===== src/hdl/fwdPkg.sv =====
`default_nettype none

package fwdPkg;

    //////////////////////////////////////////////////
    // Instruction and register types
    //////////////////////////////////////////////////

    // Opcode 15:11, Rs 10:8, Rt or I-format dest 7:5, R-format dest 4:2
    typedef logic [15:0] inst_t;

    typedef logic [2:0] regAddr_t;

    // Written by JAL and JALR
    localparam regAddr_t LINK_REG = 3'd7;

    //////////////////////////////////////////////////
    // Opcodes with register use
    //////////////////////////////////////////////////

    typedef enum logic [4:0] {
        OP_JR      = 5'b00101,
        OP_JAL     = 5'b00110,
        OP_JALR    = 5'b00111,
        OP_ADDI    = 5'b01000,
        OP_SUBI    = 5'b01001,
        OP_XORI    = 5'b01010,
        OP_ANDNI   = 5'b01011,
        OP_BEQZ    = 5'b01100,
        OP_BNEZ    = 5'b01101,
        OP_BLTZ    = 5'b01110,
        OP_BGEZ    = 5'b01111,
        OP_ST      = 5'b10000,
        OP_LD      = 5'b10001,
        OP_SLBI    = 5'b10010,
        OP_STU     = 5'b10011,
        OP_ROLI    = 5'b10100,
        OP_SLLI    = 5'b10101,
        OP_RORI    = 5'b10110,
        OP_SRLI    = 5'b10111,
        OP_LBI     = 5'b11000,
        OP_BTR     = 5'b11001,
        OP_SHIFT_R = 5'b11010,
        OP_ALU_R   = 5'b11011,
        OP_SEQ     = 5'b11100,
        OP_SLT     = 5'b11101,
        OP_SLE     = 5'b11110,
        OP_SCO     = 5'b11111
    } opcode_t;

    // Operand source chosen for execute
    typedef enum logic [1:0] {
        FWD_NONE = 2'd0,
        FWD_EX   = 2'd1,
        FWD_MEM  = 2'd2
    } fwdSel_t;

endpackage

`default_nettype wire

===== src/hdl/hazardIf.sv =====
`timescale 1ns/1ps
`default_nettype none

// Per-operand stage matches for the current instruction
interface hazardIf;

    logic valid;

    logic rsMatchEx;
    logic rsMatchMem;
    logic rtMatchEx;
    logic rtMatchMem;

    modport producer (
        output valid,
        output rsMatchEx,
        output rsMatchMem,
        output rtMatchEx,
        output rtMatchMem
    );

    modport consumer (
        input valid,
        input rsMatchEx,
        input rsMatchMem,
        input rtMatchEx,
        input rtMatchMem
    );

endinterface

`default_nettype wire


===== src/hdl/regFieldsIf.sv =====
`timescale 1ns/1ps
`default_nettype none

// Decoded register use of one instruction
interface regFieldsIf;

    fwdPkg::regAddr_t rs;
    fwdPkg::regAddr_t rt;
    logic             rsUsed;
    logic             rtUsed;

    fwdPkg::regAddr_t dest;
    logic             destValid;

    modport decoder (
        output rs,
        output rt,
        output rsUsed,
        output rtUsed,
        output dest,
        output destValid
    );

    modport consumer (
        input rs,
        input rt,
        input rsUsed,
        input rtUsed,
        input dest,
        input destValid
    );

endinterface

`default_nettype wire


===== src/hdl/forwardUnit.sv =====
`timescale 1ns/1ps
`default_nettype none

module forwardUnit (
    input  logic            clk,
    input  logic            rst,
    input  fwdPkg::inst_t   inst,
    input  logic            instValid,
    output logic            fwdValid,
    output fwdPkg::fwdSel_t fwdRs,
    output fwdPkg::fwdSel_t fwdRt
);

    //////////////////////////////////////////////////
    // Internal buses
    //////////////////////////////////////////////////

    regFieldsIf fieldsBus ();
    hazardIf    matchBus ();

    //////////////////////////////////////////////////
    // Decode, compare, select
    //////////////////////////////////////////////////

    // Source and destination fields of the incoming instruction
    regFieldDecode decode (
        .inst   (inst),
        .fields (fieldsBus.decoder)
    );

    // Compare against the two previous writers
    hazardCompare compare (
        .clk       (clk),
        .rst       (rst),
        .instValid (instValid),
        .fields    (fieldsBus.consumer),
        .match     (matchBus.producer)
    );

    // One cycle to the registered selects
    forwardSelect select (
        .clk      (clk),
        .rst      (rst),
        .match    (matchBus.consumer),
        .fwdValid (fwdValid),
        .fwdRs    (fwdRs),
        .fwdRt    (fwdRt)
    );

endmodule

`default_nettype wire


===== src/hdl/forwardSelect.sv =====
`timescale 1ns/1ps
`default_nettype none

module forwardSelect (
    input  logic            clk,
    input  logic            rst,
    hazardIf.consumer       match,
    output logic            fwdValid,
    output fwdPkg::fwdSel_t fwdRs,
    output fwdPkg::fwdSel_t fwdRt
);

    // Youngest writer wins
    function automatic fwdPkg::fwdSel_t pickSource(
        input logic exHit,
        input logic memHit
    );
        if (exHit) begin
            return fwdPkg::FWD_EX;
        end else if (memHit) begin
            return fwdPkg::FWD_MEM;
        end
        return fwdPkg::FWD_NONE;
    endfunction

    //////////////////////////////////////////////////
    // Registered selects
    //////////////////////////////////////////////////

    always_ff @(posedge clk) begin
        if (rst) begin
            fwdValid <= 1'b0;
            fwdRs    <= fwdPkg::FWD_NONE;
            fwdRt    <= fwdPkg::FWD_NONE;
        end else begin
            fwdValid <= match.valid;
            // Selects hold until the next instruction
            if (match.valid) begin
                fwdRs <= pickSource(match.rsMatchEx, match.rsMatchMem);
                fwdRt <= pickSource(match.rtMatchEx, match.rtMatchMem);
            end
        end
    end

endmodule

`default_nettype wire


===== src/hdl/hazardCompare.sv =====
`timescale 1ns/1ps
`default_nettype none

module hazardCompare (
    input  logic         clk,
    input  logic         rst,
    input  logic         instValid,
    regFieldsIf.consumer fields,
    hazardIf.producer    match
);

    // One source against one history slot
    function automatic logic slotHit(
        input logic             srcUsed,
        input fwdPkg::regAddr_t src,
        input logic             slotValid,
        input fwdPkg::regAddr_t slotDest
    );
        return srcUsed && slotValid && (src == slotDest);
    endfunction

    //////////////////////////////////////////////////
    // Writer history
    //////////////////////////////////////////////////

    // EX slot is the previous instruction, MEM slot the one before
    logic             exValid;
    logic             memValid;
    fwdPkg::regAddr_t exDest;
    fwdPkg::regAddr_t memDest;

    always_ff @(posedge clk) begin
        if (rst) begin
            exValid  <= 1'b0;
            memValid <= 1'b0;
        end else if (instValid) begin
            exValid  <= fields.destValid;
            memValid <= exValid;
        end
    end

    // Only advances on a strobe so idle cycles keep the history
    always_ff @(posedge clk) begin
        if (instValid) begin
            exDest  <= fields.dest;
            memDest <= exDest;
        end
    end

    //////////////////////////////////////////////////
    // Match flags
    //////////////////////////////////////////////////

    assign match.valid = instValid;

    assign match.rsMatchEx  = slotHit(fields.rsUsed, fields.rs, exValid, exDest);
    assign match.rsMatchMem = slotHit(fields.rsUsed, fields.rs, memValid, memDest);
    assign match.rtMatchEx  = slotHit(fields.rtUsed, fields.rt, exValid, exDest);
    assign match.rtMatchMem = slotHit(fields.rtUsed, fields.rt, memValid, memDest);

endmodule

`default_nettype wire


===== src/hdl/regFieldDecode.sv =====
`timescale 1ns/1ps
`default_nettype none

module regFieldDecode (
    input  fwdPkg::inst_t inst,
    regFieldsIf.decoder   fields
);

    //////////////////////////////////////////////////
    // Raw instruction fields
    //////////////////////////////////////////////////

    fwdPkg::opcode_t  opcode;
    fwdPkg::regAddr_t rsField;
    fwdPkg::regAddr_t rtField;
    fwdPkg::regAddr_t rdField;

    assign opcode  = fwdPkg::opcode_t'(inst[15:11]);
    assign rsField = inst[10:8];
    assign rtField = inst[7:5];
    assign rdField = inst[4:2];

    logic             rsUsed;
    logic             rtUsed;
    logic             destValid;
    fwdPkg::regAddr_t dest;

    //////////////////////////////////////////////////
    // Register use per opcode
    //////////////////////////////////////////////////

    always_comb begin
        rsUsed    = 1'b0;
        rtUsed    = 1'b0;
        destValid = 1'b0;
        dest      = '0;

        case (opcode)
            // R-format arithmetic, shifts, sets and BTR
            fwdPkg::OP_BTR, fwdPkg::OP_ALU_R, fwdPkg::OP_SHIFT_R,
            fwdPkg::OP_SEQ, fwdPkg::OP_SLT, fwdPkg::OP_SLE, fwdPkg::OP_SCO: begin
                rsUsed    = 1'b1;
                rtUsed    = 1'b1;
                destValid = 1'b1;
                dest      = rdField;
            end
            // Immediate arithmetic and shifts, Rt field is the destination
            fwdPkg::OP_ADDI, fwdPkg::OP_SUBI, fwdPkg::OP_XORI, fwdPkg::OP_ANDNI,
            fwdPkg::OP_ROLI, fwdPkg::OP_SLLI, fwdPkg::OP_RORI, fwdPkg::OP_SRLI,
            fwdPkg::OP_LD: begin
                rsUsed    = 1'b1;
                destValid = 1'b1;
                dest      = rtField;
            end
            fwdPkg::OP_ST: begin
                rsUsed = 1'b1;
                rtUsed = 1'b1;
            end
            // Store with base update
            fwdPkg::OP_STU: begin
                rsUsed    = 1'b1;
                rtUsed    = 1'b1;
                destValid = 1'b1;
                dest      = rsField;
            end
            // Shift and load reads and writes the same register
            fwdPkg::OP_SLBI: begin
                rsUsed    = 1'b1;
                destValid = 1'b1;
                dest      = rsField;
            end
            fwdPkg::OP_LBI: begin
                destValid = 1'b1;
                dest      = rsField;
            end
            fwdPkg::OP_JR: begin
                rsUsed = 1'b1;
            end
            fwdPkg::OP_JALR: begin
                rsUsed    = 1'b1;
                destValid = 1'b1;
                dest      = fwdPkg::LINK_REG;
            end
            fwdPkg::OP_JAL: begin
                destValid = 1'b1;
                dest      = fwdPkg::LINK_REG;
            end
            fwdPkg::OP_BEQZ, fwdPkg::OP_BNEZ, fwdPkg::OP_BLTZ, fwdPkg::OP_BGEZ: begin
                rsUsed = 1'b1;
            end
            // J-format, halt, nop and the rest touch no registers
            default: begin
                rsUsed = 1'b0;
            end
        endcase
    end

    assign fields.rs        = rsField;
    assign fields.rt        = rtField;
    assign fields.rsUsed    = rsUsed;
    assign fields.rtUsed    = rtUsed;
    assign fields.dest      = dest;
    assign fields.destValid = destValid;

endmodule

`default_nettype wire


===== config.mk =====
export PLATFORM = sky130hd
export DESIGN_NAME = forwardUnit
export DESIGN_NICKNAME = d
export VERILOG_FILES = /design/src/hdl/fwdPkg.sv /design/src/hdl/hazardIf.sv /design/src/hdl/regFieldsIf.sv /design/src/hdl/forwardUnit.sv /design/src/hdl/forwardSelect.sv /design/src/hdl/hazardCompare.sv /design/src/hdl/regFieldDecode.sv
export SDC_FILE = /design/constraint.sdc
export NUM_CORES = 1
export LEC_CHECK = 0
export ABC_AREA = 1
export ABC_CLOCK_PERIOD_IN_PS = 1450
export BUFFER_PORTS_ARGS = -buffer_cell sky130_fd_sc_hd__buf_4
export CAP_MARGIN = 40
export CORE_MARGIN = 2
export CORE_UTILIZATION = 35
export CTS_CLUSTER_SIZE = 30
export DETAILED_ROUTE_END_ITERATION = 12
export PLACE_DENSITY = 0.68
export REMOVE_ABC_BUFFERS = 1
export SETUP_SLACK_MARGIN = 0.15
export SYNTH_ARGS = -nofsm -noshare
export SYNTH_HDL_FRONTEND = slang
export SYNTH_SLANG_ARGS = --single-unit

===== constraint.sdc =====
create_clock -name clk -period 1.45 [get_ports clk]
set_clock_uncertainty 0.2 [all_clocks]
set_input_delay 0.2175 -clock clk [delete_from_list [all_inputs] [get_ports clk]]
set_output_delay 0.2175 -clock clk [all_outputs]
set_load 0.01 [all_outputs]

==> impl_metrics.toml, run 1 <==
[yosys]
synth_top_area_share_pct = 20.8
synth_top_family_by_area = "simple AND/OR/NAND/NOR gates"
synth_area_leaders = "edfxtp_1 21%, nand2_1 19%, dfxtp_1 16%, inv_1 9.5%, nor2_1 7.8%"
synthCells = 137
synth-seq-cells = 13
ys_warn_count = 0
yosys.area_share.simple_pct = 37.1
synth.distinct_cells = 21
synth-adder-area-share_pct = 0
synth_mux_area_share_pct = 0
synth.avg_cell_area_um2 = 6.33
synth_area_leader_cell = "edfxtp_1"
synth_xor_area_share_pct = 1.01
synth_seq_area_share_pct = 36.9
synth-compound-area-share_pct = 14.1
netlist_area_um2 = 867

[sta]
final_hold_viol_count = 0
setup_violations = 0
rsz0062_at_grt = "yes"
finalSetupTns_ns = 0
min_period_ns = 1.29
holdWs_ns = 0.0201
max_freq_mhz = 778
period_share_pct = 88.7
drv_slew = 0
fin_ws_ns = 0.165
tightest_slew_ns = 0.250
slew_headroom_pct = 83.2

[worst_setup_path]
worstPathRequired_ns = 1.44
cp.arrival_ns = 1.28
crit_fanout = 5
critPathCaptureType = "flip-flop"
critPathLaunchType = "flip-flop"
crit_type = "reg2reg"

[global_route]
grt_pass1_vias = 821
antenna_found_initial = 0
grt_pass1_wl_um = 3310
grt-ovfl-total = 0
globalRouteTotalUtil_pct = 15.9
grt_max_degree = 15

[pwr]
combPwrFrac_pct = 23.3
power_switching_mw = 0.262
pwr-share-clk_pct = 26.9
power.share.switching_pct = 30.1
peakVddDrop_uv = 318
p_seq_share_pct = 49.8
p_leak_nw = 0.574
intPower_mw = 0.609
powerDensity_mw_per_mm2 = 785

[worst_hold_path]
hp-class = "in2reg"

[detailed_routing]
dr.pass1.iters = 4
routed_wl_um = 2120
drt_iter0_markers = 26
drc = 0
wl_per_cell_um = 10.9
dr_total_vias = 943
via_per_inst = 4.86
drtAntennaViolNets = 0

[clock_network]
clk_latency_ns = 0.29
clock_path_buffers = 2
htree_levels = 1
clockRootBuffer = "clkbuf_4"
cts_buffers = 3
cts.sinks = 13
clk_pin_slew_ns = 0.08
cts_tree = "done"

[layout]
layout-drive-gt1-share_pct = 22.6
fin_nets = 184
antennaDiodeCount = 0
final_common_cell = "nand2_1"
final_cell_mix = "44 x nand2_1, 23 x buf_4, 21 x inv_1"
final_cells = 194
area_delta_synth_final_pct = 28.1
fillers = 249

[die]
die_area_mm2 = 0.00289
die_w_um = 53.8
core-area_mm2 = 0.00241
row_count = 18
num_io_pins = 24
start_util_pct = 36.0
die_y_um = 53.8

[placed_design]
portBuffers = 21
dp.cells = 188
hpwl_um = 1700
place_congestion = 0.845
dpl_worst_slack_ns = 0.0814

[job]
max-cap-violations = 0

[run_status]
status = "completed"
flip-flops by register name, summed over array words and instances (netlist names):
| register | cells |
|---|---|
| compare.exDest | 3 |
| compare.exValid | 1 |
| compare.memDest | 3 |
| compare.memValid | 1 |
| select.fwdRs | 2 |
| select.fwdRt | 2 |
| select.fwdValid | 1 |
power by group through the flow:
stage	clock network, mW	logic (mW)	registers, mW
after detailed placement	0	0.193	0.441
after floorplan	0	0.104	0.439
after CTS	0.237	0.201	0.433
after global routing	0.253	0.229	0.437
after global placement	0	0.185	0.440
final	0.235	0.203	0.434
timing repair:
item | 4_1_cts | 5_1_grt
hold buffers | 1 | 0
resized for setup | 1 | 4
hold endpoints to repair | 3 | 0
pin swaps | 3 | 4
setup buffers | 1 | 0
endpoints found under the setup margin | 1 | 4
worst max-delay path: stages, from the launching register on:
cell,delay (ns)
edfxtp_1,0.45
nand2_1,0.10
o21ai_1,0.07
nor2_1,0.16
nand2_1,0.08
nand3_1,0.07
a21oi_1,0.06
synthesized netlist by cell type, drive strengths merged:
| cell type | count |
|---|---|
| nand2 | 48 |
| inv | 22 |
| nor2 | 19 |
| a21oi | 10 |
| nand3 | 9 |
| o21ai | 8 |
| dfxtp | 7 |
| edfxtp | 6 |
| a21boi | 1 |
| a31oi | 1 |
| and3 | 1 |
| buf | 1 |
| clkinv | 1 |
| nand4 | 1 |
| o211ai | 1 |
| xnor2 | 1 |
cells by family after synthesis:
logic type,Yosys count
compound gates,21
simple gates,78
flops,13
xor+xnor,1
buf+inv,24
final cells by class:
type                       count  area [um2]  share of cell area [%]
timing repair buffer          24         183                    16.4
sequential                    13         320                    28.8
inverter                      23        86.3                    7.77
tap                           30        37.5                    3.38
clock buffer                   4        26.3                    2.36
multi-input combinational    100         458                    41.2
final timing paths:
kind                          start           endpoint  slack, ns  cells after the start
setup / recovery  compare.exDest[2]    select.fwdRt[1]       0.16                      6
hold / removal              inst[4]  compare.exDest[2]       0.02                      3
setup reg to reg  compare.exDest[2]    select.fwdRt[1]       0.16                      6
hold reg to reg     select.fwdRt[1]    select.fwdRt[1]       0.27                      2
through the flow:
stage          power [mW]  util [%]  area [um2]
6_report            0.872      46.1        1110
5_1_grt             0.919      46.1        1110
4_1_cts             0.870      46.0        1110
3_5_place_dp        0.634      44.1        1060
3_3_place_gp        0.625      44.1        1060
2_1_floorplan       0.543         -         860
layer usage:
layer  GRT usage, %  routed length (um)  up-vias
met1           18.5                 920      424
met4           8.12                  52        0
li1               -                   -      485
met2           28.5                1030       29
met3           1.67                 117        5
met5              0                   0        -
No activity file was read; power rests on OpenSTA's default activity.
==> run 2: changes to the inputs <==
--- a/config.mk
+++ b/config.mk
@@ -6,14 +6,14 @@
 export NUM_CORES = 1
 export LEC_CHECK = 0
 export ABC_AREA = 1
-export ABC_CLOCK_PERIOD_IN_PS = 1450
+export ABC_CLOCK_PERIOD_IN_PS = 1000
 export BUFFER_PORTS_ARGS = -buffer_cell sky130_fd_sc_hd__buf_4
-export CAP_MARGIN = 40
+export CAP_MARGIN = 10
 export CORE_MARGIN = 2
-export CORE_UTILIZATION = 35
+export CORE_UTILIZATION = 45
 export CTS_CLUSTER_SIZE = 30
 export DETAILED_ROUTE_END_ITERATION = 12
-export PLACE_DENSITY = 0.68
+export PLACE_DENSITY = 0.84
 export REMOVE_ABC_BUFFERS = 1
 export SETUP_SLACK_MARGIN = 0.15
 export SYNTH_ARGS = -nofsm -noshare
==> constraint.sdc (replaced) <==
create_clock -name clk -period 1 [get_ports clk]
set_clock_uncertainty 0.2 [all_clocks]
set_input_delay 0.15 -clock clk [delete_from_list [all_inputs] [get_ports clk]]
set_output_delay 0.15 -clock clk [all_outputs]
set_load 0.01 [all_outputs]
==> run 2 against run 1 <==
Effect of this change:
- the run now ends with negative hold slack, negative setup slack left
- critical path depth unchanged
- final cell count up 1.5%
- wire length up 21%
- count of clock-buffer cells in the layout unchanged
- worst hold slack worse by 0.18 ns
- clock power up 37%
- die area down 21%
- critical path type unchanged
- global-route usage up 8.1 points
- highest routed layer unchanged
- setup slack worse by 0.49 ns
- non-clock buffer count up 8
- sequential power up 46%
- fmax down 3.3%
==> impl_metrics.toml, run 2 (synthesized netlist as in run 1, its figures left out) <==
[layout]
area_delta_synth_final_pct = 57.4
fin_area_mm2 = 0.00137
final_common_cell = "nand2_1"
final_cells = 197
antennaDiodeCount = 0
final_util_pct = 77.4
fillers = 138
fin_nets = 192
layout-drive-gt1-share_pct = 44.8
final_cell_mix = "38 x nand2_1, 21 x buf_4, 18 x inv_1"
top_regs = "compare.exDest: 3 flops, compare.memDest: 3 flops"

[pwr]
power_mw = 1.38
powerDensity_mw_per_mm2 = 1010
p_leak_nw = 0.685
peakVddDrop_uv = 694

[global_route]
grt-ovfl-total = 0
grt_max_degree = 13
antenna_found_initial = 0
globalRouteTotalUtil_pct = 24.0
grt_pass1_vias = 962
grt_pass1_wl_um = 3860

[run_status]
status = "finished with violations"
violations = "negative hold slack, negative setup slack"

[clock_network]
clock_path_buffers = 2
cts_buffers = 3
clk_pin_slew_ns = 0.08
clk_latency_ns = 0.28
cts_tree = "done"
clockRootBuffer = "clkbuf_4"
cts.sinks = 13
htree_levels = 1

[worst_hold_path]
holdCritStartpoint = "rst"
min_to = "select.fwdRs[1]"
holdPathStages = 2
hp-class = "in2reg"

[die]
row_count = 15
die_w_um = 47.9
start_util_pct = 49.1
die_y_um = 47.9
die_area_mm2 = 0.00229
num_io_pins = 24
core-area_mm2 = 0.00176

[worst_setup_path]
cp.arrival_ns = 1.30
crit_fanout = 3
critPathCaptureType = "flip-flop"
crit_type = "reg2reg"
reg2reg_slack_ns = -0.33
worstSetupStartpoint = "compare.exDest[0]"
r2r-start = "compare.exDest[0]"
critPathLaunchType = "flip-flop"
worstReg2RegEnd = "select.fwdRs[1]"
r2r_cells = 6
worstPathRequired_ns = 0.98

[sta]
setup_violations = 12
period_share_pct = 133
drv_slew = 0
max_freq_mhz = 752
rsz0062_at_grt = "yes"
tightest_slew_ns = 0.222
min_period_ns = 1.33
holdWs_ns = -0.159
final_hold_viol_count = 10
slew_headroom_pct = 85.2
fin_ws_ns = -0.330

[placed_design]
placed_area_mm2 = 0.00111
dp.cells = 190
hpwl_um = 1730
place_congestion = 0.883
portBuffers = 21

[detailed_routing]
via_per_inst = 5.20
wl_per_cell_um = 13.0
drc = 0
routed_wl_um = 2570
drt_iter0_markers = 34
drtAntennaViolNets = 0
dr_total_vias = 1024
dr.pass1.iters = 4

[job]
max-cap-violations = 0
-- run 2: worst max-delay path by stage --
stage	cells after the start	slack, ns	to
floorplan	6	-0.19	select.fwdRs[1]
global placement	7	-0.27	compare.exDest[0]
detailed placement	6	-0.38	select.fwdRs[1]
CTS	8	-0.26	select.fwdRs[1]
global route	5	-0.40	select.fwdRs[0]
finish	6	-0.33	select.fwdRs[1]
-- run 2: cell type report --
type | count | area (um2) | share of cell area (%)
Clock buffer | 4 | 26.3 | 1.92
Inverter | 23 | 100 | 7.33
Multi-Input combinational cell | 100 | 573 | 42.0
Sequential cell | 13 | 328 | 24.0
Tap cell | 25 | 31.3 | 2.29
Timing Repair Buffer | 32 | 307 | 22.5
-- run 2: timing repair --
action                                  in CTS  in global routing
buffers inserted                             3                  0
resized for setup                           48                 20
pin swaps                                   19                  9
endpoints found under the setup margin      17                 17
endpoints found under the hold margin       10                  9
-- run 2: layer usage --
layer | track usage [%] | vias to the layer above | share of wire (%)
met4 | 9.73 | 0 | 3.0
met1 | 25.5 | 479 | 38
met5 | 0 | - | 0
li1 | - | 501 | -
met3 | 2.26 | 10 | 3.4
met2 | 47.2 | 34 | 55
-- run 2: critical path: stages (launching register included) --
cell and delay (ns):
edfxtp_1 0.44, a21boi_2 0.18, nand2_1 0.10, nor2_2 0.13, nor2_1 0.06, nand2_1 0.07, a21oi_2 0.05
-- run 2: report_power, final --
group,total (mW),internal [mW],switching [mW]
combinational,0.421,0.200,0.221
sequential,0.634,0.602,0.0327
clock,0.323,0.155,0.168
-- run 2: through the flow --
stage / setup TNS, ns / setup WS [ns]
CTS: -1.45 / -0.264
detailed placement: -2.43 / -0.378
floorplan: -0.807 / -0.185
global route: -2.14 / -0.396
finish: -1.60 / -0.330
global placement: -1.80 / -0.266
==> run 3: changes to the inputs <==
--- a/config.mk
+++ b/config.mk
@@ -6,14 +6,14 @@
 export NUM_CORES = 1
 export LEC_CHECK = 0
 export ABC_AREA = 1
-export ABC_CLOCK_PERIOD_IN_PS = 1000
+export ABC_CLOCK_PERIOD_IN_PS = 1550
 export BUFFER_PORTS_ARGS = -buffer_cell sky130_fd_sc_hd__buf_4
 export CAP_MARGIN = 10
 export CORE_MARGIN = 2
-export CORE_UTILIZATION = 45
+export CORE_UTILIZATION = 54
 export CTS_CLUSTER_SIZE = 30
 export DETAILED_ROUTE_END_ITERATION = 12
-export PLACE_DENSITY = 0.84
+export PLACE_DENSITY = 0.93
 export REMOVE_ABC_BUFFERS = 1
 export SETUP_SLACK_MARGIN = 0.15
 export SYNTH_ARGS = -nofsm -noshare
==> constraint.sdc (replaced) <==
create_clock -name clk -period 1.55 [get_ports clk]
set_clock_uncertainty 0.2 [all_clocks]
set_input_delay 0.2325 -clock clk [delete_from_list [all_inputs] [get_ports clk]]
set_output_delay 0.2325 -clock clk [all_outputs]
set_load 0.01 [all_outputs]
==> run 3 against run 2 <==
Effect of this change:
- core utilization fell by 5.6 points
- via count shrank 9.9%
- critical path depth decreased by 1
- clock power down 34%
- highest routed layer unchanged
- non-clock buffer count decreased by 9
- the run now ends clean
==> impl_metrics.toml, run 3 (synthesized netlist as in run 1, its figures left out) <==
[global_route]
grt_pass1_vias = 912
grt_max_degree = 15
globalRouteTotalUtil_pct = 24.9
grt-ovfl-total = 0
antenna_found_initial = 0
grt_pass1_wl_um = 3570

[worst_setup_path]
crit_path_top_delay_cell = "edfxtp_1"
path_common_cell = "a21oi_1"
critPathCaptureType = "flip-flop"
crit_fanout = 4
cp.arrival_ns = 1.32
worstPathRequired_ns = 1.56
crit_type = "reg2reg"
critPathLaunchType = "flip-flop"
cp_top_family = "flip-flops"
path_buf_inv = 0
path_cells = "a21oi_1, nand2_1, nor2_1, nand3_1, a21oi_1"
max_stage_delay_ns = 0.44

[clock_network]
cts.sinks = 13
cts_tree = "done"
cts_setup_buffers = 0
cts_buffers = 3
htree_levels = 1
clk_latency_ns = 0.28
clockRootBuffer = "clkbuf_4"
clock_path_buffers = 2
clk_pin_slew_ns = 0.08

[pwr]
p_seq_share_pct = 50.6
power.share.switching_pct = 29.5
combPwrFrac_pct = 23.0
pwr-share-clk_pct = 26.4
powerDensity_mw_per_mm2 = 743
p_leak_nw = 0.568
intPower_mw = 0.566
power_switching_mw = 0.237
power_mw = 0.803
peakVddDrop_uv = 472

[placed_design]
portBuffers = 21
dpl_worst_slack_ns = 0.144
hpwl_um = 1660
place_congestion = 0.823

[layout]
layout-drive-gt1-share_pct = 20.2
top_regs = "compare.exDest: 3 flops, compare.memDest: 3 flops"
area_delta_synth_final_pct = 24.7
final_cell_mix = "44 x nand2_1, 22 x inv_1, 22 x buf_4"
final_common_cell = "nand2_1"
fin_nets = 183
fillers = 133
antennaDiodeCount = 0

[die]
num_io_pins = 24
core-area_mm2 = 0.00151
die_y_um = 44.1
start_util_pct = 57.6
row_count = 14
die_area_mm2 = 0.00194
die_w_um = 44.1

[sta]
final_hold_viol_count = 0
rsz0062_at_grt = "no"
max_freq_mhz = 765
min_period_ns = 1.31
drv_slew = 0
slew_headroom_pct = 83.8
period_share_pct = 84.3
fin_ws_ns = 0.243
holdWs_ns = 0.0426
tightest_slew_ns = 0.242
setup_violations = 0
finalSetupTns_ns = 0

[detailed_routing]
drt_iter0_markers = 24
dr.pass1.iters = 4
via_per_inst = 5.16
routed_wl_um = 2120
drtAntennaViolNets = 0
drc = 0
dr_total_vias = 923
wl_per_cell_um = 11.8

[worst_hold_path]
hp-class = "in2reg"

[job]
max-cap-violations = 0

[run_status]
status = "completed"
## run 3: changes by cell type in the layout (fill, tap and decap cells not counted), moves of 3 or more
cell | previous run | this run
nand2_1 | 38 | 44
nand2_4 | 5 | 0
nor2_1 | 13 | 18
buf_6 | 7 | 0
inv_1 | 18 | 22
a21oi_1 | 3 | 8
a21oi_2 | 7 | 2
nor2_2 | 4 | 1
nand3_1 | 6 | 9
nand3_2 | 3 | 0
dfxtp_2 | 6 | 0
dfxtp_1 | 1 | 7
## run 3: layout make-up
cell class / count / area, um2 / share of cell area (%)
timing repair buffer: 23 / 175 / 16.2
clock buffer: 4 / 26.3 / 2.43
sequential: 13 / 320 / 29.6
tap: 16 / 20.0 / 1.85
inverter: 23 / 86.3 / 7.99
multi-input combinational: 100 / 453 / 41.9
## run 3: final timing paths
| kind | from | endpoint | slack, ns | depth (start not counted) |
|---|---|---|---|---|
| worst max-delay path | compare.memDest[1] | select.fwdRt[1] | 0.24 | 5 |
| worst min-delay path | inst[3] | compare.exDest[1] | 0.04 | 3 |
| worst max register to register | compare.memDest[1] | select.fwdRt[1] | 0.24 | 5 |
| worst min register to register | select.fwdRt[1] | select.fwdRt[1] | 0.28 | 2 |
## run 3: power groups by stage
stage	registers, mW	logic, mW	clock network [mW]
after floorplan	0.411	0.0973	0
after global placement	0.411	0.171	0
after detailed placement	0.413	0.179	0
after CTS	0.406	0.183	0.211
after global routing	0.409	0.209	0.225
final	0.406	0.185	0.212
## run 3: worst register-to-register path, cell delays in order (launching register included)
cell and delay, ns:
edfxtp_1 0.44, a21oi_1 0.18, nand2_1 0.07, nor2_1 0.14, nand3_1 0.08, a21oi_1 0.13
## run 3: metrics by stage
stage / cell area, um2 / cells / utilization [%]
after floorplan: 860 / 136 / -
after global placement: 1040 / 174 / 69.4
after detailed placement: 1040 / 174 / 69.4
after CTS: 1080 / 179 / 71.8
after global routing: 1080 / 179 / 71.8
final: 1080 / 179 / 71.8
## run 3: repair_timing
item | in CTS | in global routing
hold buffers | 1 | 0
endpoints found under the setup margin | 0 | 1
resized for setup | 0 | 1
endpoints found under the hold margin | 3 | 0
## run 3: metal layers
metal  share of wire, %  up-vias  GRT usage [%]
met5                  0        -              0
met4                1.8        0           10.9
met3                4.2        4           2.86
met2                 53       27           46.5
met1                 41      410           28.2
li1                   -      482              -
